## src/common/fleet_pkg.sv

```systemverilog
// Shared constants, cell codes and stream payloads of the naval battle core
// Imported by every module that handles coordinates, commands or peer messages
`default_nettype none

package fleet_pkg;

    localparam int BOARD_DIM  = 10;
    localparam int CELL_COUNT = 100;
    localparam int MAX_SHIPS  = 10;

    // Row * BOARD_DIM + col
    typedef logic [6:0] cell_idx_t;

    typedef struct packed {
        logic [3:0] row;
        logic [3:0] col;
    } cell_pos_t;

    typedef enum logic [1:0] {
        EMPTY = 2'b00,
        SHIP  = 2'b01,
        HIT   = 2'b10,
        MISS  = 2'b11
    } cell_code_t;

    typedef enum logic {
        SHOT   = 1'b0,
        ANSWER = 1'b1
    } peer_op_t;

    // code only carries meaning for ANSWER
    typedef struct packed {
        peer_op_t   op;
        cell_pos_t  pos;
        cell_code_t code;
    } peer_msg_t;

    typedef enum logic [1:0] {
        CLICK       = 2'd0,
        PEER_SHOT   = 2'd1,
        PEER_ANSWER = 2'd2
    } cmd_op_t;

    typedef struct packed {
        cmd_op_t    op;
        cell_idx_t  idx;
        cell_code_t code;
    } board_cmd_t;

    typedef enum logic [1:0] {
        SHOT_OUT    = 2'd0,
        ANSWER_OUT  = 2'd1,
        SHOT_RESULT = 2'd2
    } evt_kind_t;

    // fresh marks the first answer or result that touches a cell
    typedef struct packed {
        evt_kind_t  kind;
        cell_idx_t  idx;
        cell_code_t code;
        logic       fresh;
    } board_evt_t;

    function automatic logic pos_in_range(cell_pos_t pos);
        return (pos.row < BOARD_DIM) && (pos.col < BOARD_DIM);
    endfunction

    function automatic cell_idx_t pos_to_idx(cell_pos_t pos);
        return cell_idx_t'(pos.row * BOARD_DIM + pos.col);
    endfunction

    function automatic cell_pos_t idx_to_pos(cell_idx_t idx);
        cell_pos_t pos;
        pos.row = 4'(idx / BOARD_DIM);
        pos.col = 4'(idx % BOARD_DIM);
        return pos;
    endfunction

endpackage

`default_nettype wire

```

## src/verilog/stream_fifo.sv

```systemverilog
// Small valid/ready FIFO for any packed payload type
// Buffers mouse clicks and both directions of the peer link
`default_nettype none

module stream_fifo #(
    parameter type payload_t = logic [7:0],
    parameter int  DEPTH     = 4
) (
    input  wire logic     clk,
    input  wire logic     rst,
    input  wire logic     in_valid,
    output logic          in_ready,
    input  payload_t      in_data,
    output logic          out_valid,
    input  wire logic     out_ready,
    output payload_t      out_data
);

    payload_t mem [DEPTH];

    logic [$clog2(DEPTH)-1:0]   wr_ptr;
    logic [$clog2(DEPTH)-1:0]   rd_ptr;
    logic [$clog2(DEPTH+1)-1:0] count;
    logic                       push;
    logic                       pop;

    assign in_ready  = (count != ($clog2(DEPTH+1))'(DEPTH));
    assign out_valid = (count != '0);
    assign out_data  = mem[rd_ptr];

    assign push = in_valid && in_ready;
    assign pop  = out_valid && out_ready;

    always_ff @(posedge clk) begin
        if (push) begin
            mem[wr_ptr] <= in_data;
        end
    end

    always_ff @(posedge clk or posedge rst) begin
        if (rst) begin
            wr_ptr <= '0;
            rd_ptr <= '0;
            count  <= '0;
        end else begin
            if (push) begin
                wr_ptr <= (wr_ptr == ($clog2(DEPTH))'(DEPTH - 1)) ? '0 : wr_ptr + 1'b1;
            end
            if (pop) begin
                rd_ptr <= (rd_ptr == ($clog2(DEPTH))'(DEPTH - 1)) ? '0 : rd_ptr + 1'b1;
            end
            // Simultaneous push and pop keep the level
            if (push && !pop) begin
                count <= count + 1'b1;
            end else if (pop && !push) begin
                count <= count - 1'b1;
            end
        end
    end

    // A full buffer has its write pointer back on the oldest entry
    a_no_push_full: assert property (
        @(posedge clk) disable iff (rst)
        (count == ($clog2(DEPTH+1))'(DEPTH)) |-> (wr_ptr == rd_ptr)
    );

endmodule

`default_nettype wire

```

## src/verilog/move_decoder.sv

```systemverilog
// Merges clicks and peer messages into one board command stream
// Drops out-of-range coordinates and counts them; the peer side has priority
`default_nettype none

module move_decoder import fleet_pkg::*; (
    input  wire logic  clk,
    input  wire logic  rst,
    input  wire logic  click_valid,
    output logic       click_ready,
    input  cell_pos_t  click_pos,
    input  wire logic  peer_valid,
    output logic       peer_ready,
    input  peer_msg_t  peer_msg,
    output logic       cmd_valid,
    input  wire logic  cmd_ready,
    output board_cmd_t cmd,
    output logic [7:0] bad_count
);

    logic       slot_free;
    logic       take_peer;
    logic       take_click;
    logic       take;
    cell_pos_t  sel_pos;
    logic       sel_ok;
    board_cmd_t next_cmd;

    // The slot takes a new entry when empty or draining this cycle
    assign slot_free = !cmd_valid || cmd_ready;

    assign peer_ready  = slot_free;
    assign click_ready = slot_free && !peer_valid;

    assign take_peer  = peer_valid && peer_ready;
    assign take_click = click_valid && click_ready;
    assign take       = take_peer || take_click;

    assign sel_pos = take_peer ? peer_msg.pos : click_pos;
    assign sel_ok  = pos_in_range(sel_pos);

    always_comb begin
        next_cmd.idx = pos_to_idx(sel_pos);
        if (take_peer) begin
            next_cmd.op   = (peer_msg.op == ANSWER) ? PEER_ANSWER : PEER_SHOT;
            next_cmd.code = peer_msg.code;
        end else begin
            next_cmd.op   = CLICK;
            next_cmd.code = EMPTY;
        end
    end

    always_ff @(posedge clk or posedge rst) begin
        if (rst) begin
            cmd_valid <= 1'b0;
            bad_count <= '0;
        end else begin
            if (take) begin
                // A rejected coordinate is consumed but leaves the slot empty
                cmd_valid <= sel_ok;
            end else if (cmd_ready) begin
                cmd_valid <= 1'b0;
            end
            if (take && !sel_ok && bad_count != 8'hff) begin
                bad_count <= bad_count + 8'd1;
            end
        end
    end

    always_ff @(posedge clk) begin
        if (take && sel_ok) begin
            cmd <= next_cmd;
        end
    end

endmodule

`default_nettype wire

```

## src/game_board/game_board.sv

```systemverilog
// Host and guest boards with fleet placement, turn keeping and shot resolution
// Also serves the two registered cell reads used by the video side
`default_nettype none

module game_board import fleet_pkg::*; (
    input  wire logic  clk,
    input  wire logic  rst,
    input  wire logic  cmd_valid,
    output logic       cmd_ready,
    input  board_cmd_t cmd,
    output logic       evt_valid,
    input  wire logic  evt_ready,
    output board_evt_t evt,
    input  wire logic  game_over,
    input  wire logic  host_starts,
    input  cell_idx_t  ship_xy_host,
    input  cell_idx_t  ship_xy_guest,
    output cell_code_t ship_code_host,
    output cell_code_t ship_code_guest,
    output logic [3:0] ships_placed,
    output logic       fleet_ready,
    output logic       your_turn
);

    cell_code_t board_host  [CELL_COUNT];
    cell_code_t board_guest [CELL_COUNT];

    logic       cmd_fire;
    logic       live;
    cell_code_t host_cell;
    cell_code_t guest_cell;
    logic       evt_emit;
    board_evt_t evt_next;

    // A held event stalls the command side
    assign cmd_ready   = !evt_valid || evt_ready;
    assign cmd_fire    = cmd_valid && cmd_ready;
    assign live        = cmd_fire && !game_over;
    assign fleet_ready = (ships_placed == 4'(MAX_SHIPS));

    assign host_cell  = board_host[cmd.idx];
    assign guest_cell = board_guest[cmd.idx];

    always_comb begin
        evt_emit = 1'b0;
        evt_next = '{kind: SHOT_RESULT, idx: cmd.idx, code: guest_cell, fresh: 1'b0};
        if (live) begin
            case (cmd.op)
                CLICK: begin
                    if (fleet_ready && your_turn && guest_cell == EMPTY) begin
                        evt_emit      = 1'b1;
                        evt_next.kind = SHOT_OUT;
                        evt_next.code = EMPTY;
                    end
                end
                PEER_SHOT: begin
                    evt_emit       = 1'b1;
                    evt_next.kind  = ANSWER_OUT;
                    evt_next.fresh = (host_cell == EMPTY) || (host_cell == SHIP);
                    case (host_cell)
                        SHIP:    evt_next.code = HIT;
                        EMPTY:   evt_next.code = MISS;
                        default: evt_next.code = host_cell;
                    endcase
                end
                PEER_ANSWER: begin
                    evt_emit       = 1'b1;
                    evt_next.fresh = (guest_cell == EMPTY);
                    if (guest_cell == EMPTY) begin
                        evt_next.code = cmd.code;
                    end
                end
                default: ;
            endcase
        end
    end

    always_ff @(posedge clk or posedge rst) begin
        if (rst) begin
            board_host   <= '{default: EMPTY};
            board_guest  <= '{default: EMPTY};
            ships_placed <= '0;
            your_turn    <= 1'b0;
            evt_valid    <= 1'b0;
        end else begin
            if (evt_emit) begin
                evt_valid <= 1'b1;
            end else if (evt_ready) begin
                evt_valid <= 1'b0;
            end
            // Placement phase: clicks only drop ships on the host board
            if (live && cmd.op == CLICK && !fleet_ready && host_cell == EMPTY) begin
                board_host[cmd.idx] <= SHIP;
                ships_placed        <= ships_placed + 4'd1;
                if (ships_placed == 4'(MAX_SHIPS - 1)) begin
                    your_turn <= host_starts;
                end
            end
            if (evt_emit && evt_next.kind == SHOT_OUT) begin
                your_turn <= 1'b0;
            end
            if (evt_emit && evt_next.kind == ANSWER_OUT) begin
                your_turn <= 1'b1;
                if (evt_next.fresh) begin
                    board_host[cmd.idx] <= evt_next.code;
                end
            end
            if (evt_emit && evt_next.kind == SHOT_RESULT && evt_next.fresh) begin
                board_guest[cmd.idx] <= cmd.code;
            end
        end
    end

    always_ff @(posedge clk) begin
        if (evt_emit) begin
            evt <= evt_next;
        end
        ship_code_host  <= (ship_xy_host < CELL_COUNT) ? board_host[ship_xy_host] : EMPTY;
        ship_code_guest <= (ship_xy_guest < CELL_COUNT) ? board_guest[ship_xy_guest] : EMPTY;
    end

    a_fleet_limit: assert property (
        @(posedge clk) disable iff (rst)
        ships_placed <= 4'(MAX_SHIPS)
    );

    a_evt_hold: assert property (
        @(posedge clk) disable iff (rst)
        (evt_valid && !evt_ready) |=> (evt_valid && $stable(evt))
    );

endmodule

`default_nettype wire

```

## src/verilog/shot_reporter.sv

```systemverilog
// Turns board events into outgoing peer messages and keeps the hit score
// Declares the end of the game when either side has sunk every ship cell
`default_nettype none

module shot_reporter import fleet_pkg::*; (
    input  wire logic  clk,
    input  wire logic  rst,
    input  wire logic  evt_valid,
    output logic       evt_ready,
    input  board_evt_t evt,
    output logic       tx_valid,
    input  wire logic  tx_ready,
    output peer_msg_t  tx_msg,
    output logic [3:0] hits_taken,
    output logic [3:0] hits_scored,
    output logic       game_over,
    output logic       won
);

    logic is_result;
    logic evt_fire;
    logic take_hit;
    logic score_hit;

    // Results stay local, everything else goes out on the link
    assign is_result = (evt.kind == SHOT_RESULT);
    assign evt_ready = is_result || tx_ready;
    assign tx_valid  = evt_valid && !is_result;
    assign evt_fire  = evt_valid && evt_ready;

    always_comb begin
        tx_msg.pos = idx_to_pos(evt.idx);
        if (evt.kind == SHOT_OUT) begin
            tx_msg.op   = SHOT;
            tx_msg.code = EMPTY;
        end else begin
            tx_msg.op   = ANSWER;
            tx_msg.code = evt.code;
        end
    end

    assign take_hit  = evt_fire && evt.kind == ANSWER_OUT && evt.fresh && evt.code == HIT;
    assign score_hit = evt_fire && is_result && evt.fresh && evt.code == HIT;

    always_ff @(posedge clk or posedge rst) begin
        if (rst) begin
            hits_taken  <= '0;
            hits_scored <= '0;
            game_over   <= 1'b0;
            won         <= 1'b0;
        end else if (!game_over) begin
            if (take_hit) begin
                hits_taken <= hits_taken + 4'd1;
                if (hits_taken == 4'(MAX_SHIPS - 1)) begin
                    game_over <= 1'b1;
                end
            end
            if (score_hit) begin
                hits_scored <= hits_scored + 4'd1;
                if (hits_scored == 4'(MAX_SHIPS - 1)) begin
                    game_over <= 1'b1;
                    won       <= 1'b1;
                end
            end
        end
    end

endmodule

`default_nettype wire

```

## src/verilog/fleet_game_top.sv

```systemverilog
// Game-state core of the naval battle: input FIFOs, decoder, board and reporter
// Clicks come in as grid positions, the peer link as shot and answer messages
`default_nettype none

module fleet_game_top import fleet_pkg::*; (
    input  wire logic  clk,
    input  wire logic  rst,
    input  wire logic  host_starts,
    input  wire logic  click_valid,
    output logic       click_ready,
    input  cell_pos_t  click_pos,
    input  wire logic  peer_rx_valid,
    output logic       peer_rx_ready,
    input  peer_msg_t  peer_rx,
    output logic       peer_tx_valid,
    input  wire logic  peer_tx_ready,
    output peer_msg_t  peer_tx,
    input  cell_idx_t  ship_xy_host,
    input  cell_idx_t  ship_xy_guest,
    output cell_code_t ship_code_host,
    output cell_code_t ship_code_guest,
    output logic [3:0] ships_placed,
    output logic       fleet_ready,
    output logic       your_turn,
    output logic [3:0] hits_taken,
    output logic [3:0] hits_scored,
    output logic       game_over,
    output logic       won,
    output logic [7:0] bad_count
);

    logic       clk_q_valid;
    logic       clk_q_ready;
    cell_pos_t  clk_q_pos;
    logic       rx_q_valid;
    logic       rx_q_ready;
    peer_msg_t  rx_q_msg;
    logic       cmd_valid;
    logic       cmd_ready;
    board_cmd_t cmd;
    logic       evt_valid;
    logic       evt_ready;
    board_evt_t evt;
    logic       tx_valid;
    logic       tx_ready;
    peer_msg_t  tx_msg;

    stream_fifo #(.payload_t(cell_pos_t)) click_fifo (
        .clk, .rst,
        .in_valid (click_valid), .in_ready (click_ready), .in_data (click_pos),
        .out_valid(clk_q_valid), .out_ready(clk_q_ready), .out_data(clk_q_pos)
    );

    stream_fifo #(.payload_t(peer_msg_t)) rx_fifo (
        .clk, .rst,
        .in_valid (peer_rx_valid), .in_ready (peer_rx_ready), .in_data (peer_rx),
        .out_valid(rx_q_valid),    .out_ready(rx_q_ready),    .out_data(rx_q_msg)
    );

    move_decoder move_decoder_inst (
        .clk, .rst,
        .click_valid(clk_q_valid), .click_ready(clk_q_ready), .click_pos(clk_q_pos),
        .peer_valid (rx_q_valid),  .peer_ready (rx_q_ready),  .peer_msg (rx_q_msg),
        .cmd_valid, .cmd_ready, .cmd, .bad_count
    );

    game_board game_board_inst (
        .clk, .rst,
        .cmd_valid, .cmd_ready, .cmd,
        .evt_valid, .evt_ready, .evt,
        .game_over, .host_starts,
        .ship_xy_host, .ship_xy_guest, .ship_code_host, .ship_code_guest,
        .ships_placed, .fleet_ready, .your_turn
    );

    shot_reporter shot_reporter_inst (
        .clk, .rst,
        .evt_valid, .evt_ready, .evt,
        .tx_valid, .tx_ready, .tx_msg,
        .hits_taken, .hits_scored, .game_over, .won
    );

    stream_fifo #(.payload_t(peer_msg_t)) tx_fifo (
        .clk, .rst,
        .in_valid (tx_valid),      .in_ready (tx_ready),      .in_data (tx_msg),
        .out_valid(peer_tx_valid), .out_ready(peer_tx_ready), .out_data(peer_tx)
    );

endmodule

`default_nettype wire

```

## config.mk

```make
export PLATFORM = sky130hd
export DESIGN_NAME = fleet_game_top
export DESIGN_NICKNAME = d
export VERILOG_FILES = /design/src/common/fleet_pkg.sv /design/src/verilog/stream_fifo.sv /design/src/verilog/move_decoder.sv /design/src/game_board/game_board.sv /design/src/verilog/shot_reporter.sv /design/src/verilog/fleet_game_top.sv
export SDC_FILE = /design/constraint.sdc
export NUM_CORES = 1
export LEC_CHECK = 0
export BUFFER_PORTS_ARGS = -buffer_cell sky130_fd_sc_hd__buf_2
export CAP_MARGIN = 20
export CORE_MARGIN = 2
export CORE_UTILIZATION = 58
export DETAILED_ROUTE_END_ITERATION = 16
export GPL_TIMING_DRIVEN = 0
export PLACE_DENSITY = 0.75
export REMOVE_ABC_BUFFERS = 1
export SETUP_SLACK_MARGIN = 0.3
export SYNTH_ARGS = -nofsm -noshare
export SYNTH_HDL_FRONTEND = slang
export SYNTH_SLANG_ARGS = --single-unit
```

## constraint.sdc

```tcl
create_clock -name clk -period 30 [get_ports clk]
set_input_delay 6 -clock clk [delete_from_list [all_inputs] [get_ports clk]]
set_output_delay 6 -clock clk [all_outputs]
set_load 0.05 [all_outputs]
```

==> results.json <==
{
  "synth_area_mm2": 0.02983,
  "slew_violations": 0,
  "drcViolationCount": 0,
  "worstPathMaxFanout": 14,
  "post-route-period-util_pct": 27.61,
  "cts_resized": 0,
  "ant_nets": 0,
  "hold_path_class": "flop to flop",
  "clkLatencyLatePin_ps": 650,
  "port_buffers": 80,
  "slew_headroom_pct": 20.03,
  "cts.reportedPaths.clkPinSlew_ps": 60,
  "p_per_area_mw_per_mm2": 90.57,
  "placeableCoreArea_mm2": 0.05109,
  "synthTopCellsByCount": "dfrtp_1, o21bai_1, mux4_2",
  "cts_max_path_buffers": 3,
  "stdcell_count": 3155,
  "worstSetupStartpointType": "flop",
  "synth_edf_count": 143,
  "worstPathArrival_ps": 2280,
  "setup_viol": 0,
  "synth_compound_area_share_pct": 19.98,
  "initial_utilization_pct": 58.38,
  "grt_max_degree": 122,
  "synth_warnings": 0,
  "cts_hold_repair.buffers": 0,
  "status": "finished, final reports clean",
  "final-seq-area_mm2": 0.01553,
  "critical_path_buf_inv_count": 1,
  "synth-seq-area-share_pct": 52.08,
  "fin_crit_ps": 8282,
  "worst_path_largest_cell_delay_ps": 810,
  "chipHeight_um": 230.8,
  "clock_sinks": 593,
  "nets": 2505,
  "maxCapViolCount": 0,
  "critPathCaptureType": "output port",
  "critPathKind": "flop to output port",
  "tns_ps": 0,
  "rsz0062_at_grt": "false",
  "netlist_instances": 2392,
  "cts_root_buffer": "clkbuf_16",
  "synth_top_area_cell": "dfrtp_1",
  "crit_family": "flip-flops",
  "synth.most_common_cell": "dfrtp_1",
  "synth_xor_xnor_area_share_pct": 1.028,
  "die_w_um": 230.8,
  "synthArstFlopShare_pct": 75.21,
  "yosys.area_share.adder_pct": 2.005,
  "grt_pass1_vias": 22465,
  "synth.area.top_cells": "dfrtp_1, edfxtp_1, mux4_2, o21bai_1, o22a_1",
  "synthSimpleGateAreaFrac_pct": 6.099,
  "synthMuxAreaShare_pct": 15.25,
  "ys_ff_latch": 593,
  "leakage_nw": 13.57,
  "drtIter0Drc": 3180,
  "wire_per_inst_um": 27.64,
  "rows": 83,
  "dp_cells": 3033,
  "skew_ps": 22.73,
  "cp.required_ps": 24000,
  "drive_gt1_share_pct": 18.49,
  "routed_wl_um": 87210,
  "fillers": 3562,
  "peakVddDrop_mv": 0.08230,
  "synth_top_area_share_pct": 37.41,
  "grt_use_total_pct": 33.26,
  "tightest_slew_ps": 1197,
  "finalHoldViolations": 0,
  "numCtsBuffers": 61,
  "area_growth_pct": 13.02,
  "grt-ovfl-total": 0,
  "synthDistinctLibCells": 84,
  "drt_first_pass_iters": 6,
  "multi_input_area_mm2": 0.01331,
  "io-pin-count": 81,
  "vias": 22504,
  "gp_congestion": 0.9289,
  "synth_top_family_by_area": "compound AO/OA/AOI/OAI gates",
  "synth.avg_cell_area_um2": 12.47,
  "fin_hold_ws_ps": 456.1,
  "crit_chain": "mux4_2 > buf_2",
  "clock.fmax_ghz": 0.1208,
  "grt_pass1_wl_um": 135400,
  "antenna_found_initial": 5,
  "htreeDepth": 2,
  "cts_setup_buffers": 0,
  "dieArea_mm2": 0.05326,
  "hpwlAfterDp_um": 58600,
  "cts_tree": "built",
  "synth_ff_type": "dfrtp_1",
  "post_drt_via_cell_ratio": 7.133,
  "cpMaxStageDelayCell": "dfrtp_1"
}
-- path summary, 6_finish.rpt --
path                                           from  slack (ps)                     end  depth (start not counted)
setup reg to reg           move_decoder_inst.cmd[3]       23870                    flop                         20
hold / removal               shot_reporter_inst.won         460  shot_reporter_inst.won                          1
min in group asynchronous                       rst        5280               async pin                          2
max in group asynchronous                       rst       23270        tx_fifo.count[2]                          4
setup / recovery                  tx_fifo.rd_ptr[0]       21720              peer_tx[5]                          2
hold reg to reg              shot_reporter_inst.won         460  shot_reporter_inst.won                          1
-- cells by family after synthesis --
kind of cell	after synthesis
compound gates	877
xor+xnor	35
fa+ha+maj	45
buf+inv	224
flops	593
mux	244
simple gates	374
-- where the power goes --
part / internal [mW] / switching, mW
Clock: 0.470 / 0.332
Sequential: 0.990 / 0.142
Combinational: 0.422 / 0.697
Total: 1.88 / 1.17
-- routing by layer --
metal	track usage, %	vias to the layer above	share of wire [%]
met4	15.67	4	5.0
met2	50.23	1500	46
met3	9.424	322	12
li1	-	9338	-
met1	44.91	11340	37
met5	0	-	0.030
-- cell type report --
cell class	instances	share of cell area, %
diodes	3	0.02227
clock buffers	77	4.943
clock inverters	36	1.292
inverters	39	0.4565
multi-input cells	1575	39.48
flip-flops and latches	593	46.08
well taps	680	2.524
repair buffers	152	5.203
-- cell usage in the layout, fill, tap and decap left out, types with 13 or more instances in the layout --
cell type    n
clkinv_2    13
o21bai_1   200
dfrtp_1    446
mux2i_1     54
nand2_1    161
xnor2_1     17
a22o_1      19
a221oi_1    30
a21oi_1    125
nor2_1      52
clkbuf_16   61
ha_1        39
nand3_1     26
edfxtp_1   143
mux2_2      18
mux4_2     166
buf_8       17
and2_1      16
nand4_1     14
nor3_1      18
buf_2       79
a22oi_1     75
buf_16      24
o21ai_0    164
o22a_1     103
xor2_1      18
o21ai_1     61
buf_6       14
inv_1       34
-- per-stage QoR --
| step | setup WS, ps | power [mW] | instance area (um2) | util (%) |
|---|---|---|---|---|
| final | 21720 | 3.053 | 33710 | 65.98 |
| after floorplan | 11570 | 1.761 | 28910 | - |
| after global routing | 21510 | 3.160 | 33710 | 65.98 |
| after detailed placement | 21240 | 2.219 | 31550 | 61.74 |
| after global placement | 3687 | 2.065 | 30170 | 59.04 |
| after CTS | 21600 | 3.021 | 33650 | 65.86 |
(Power assumes the default switching activity.)
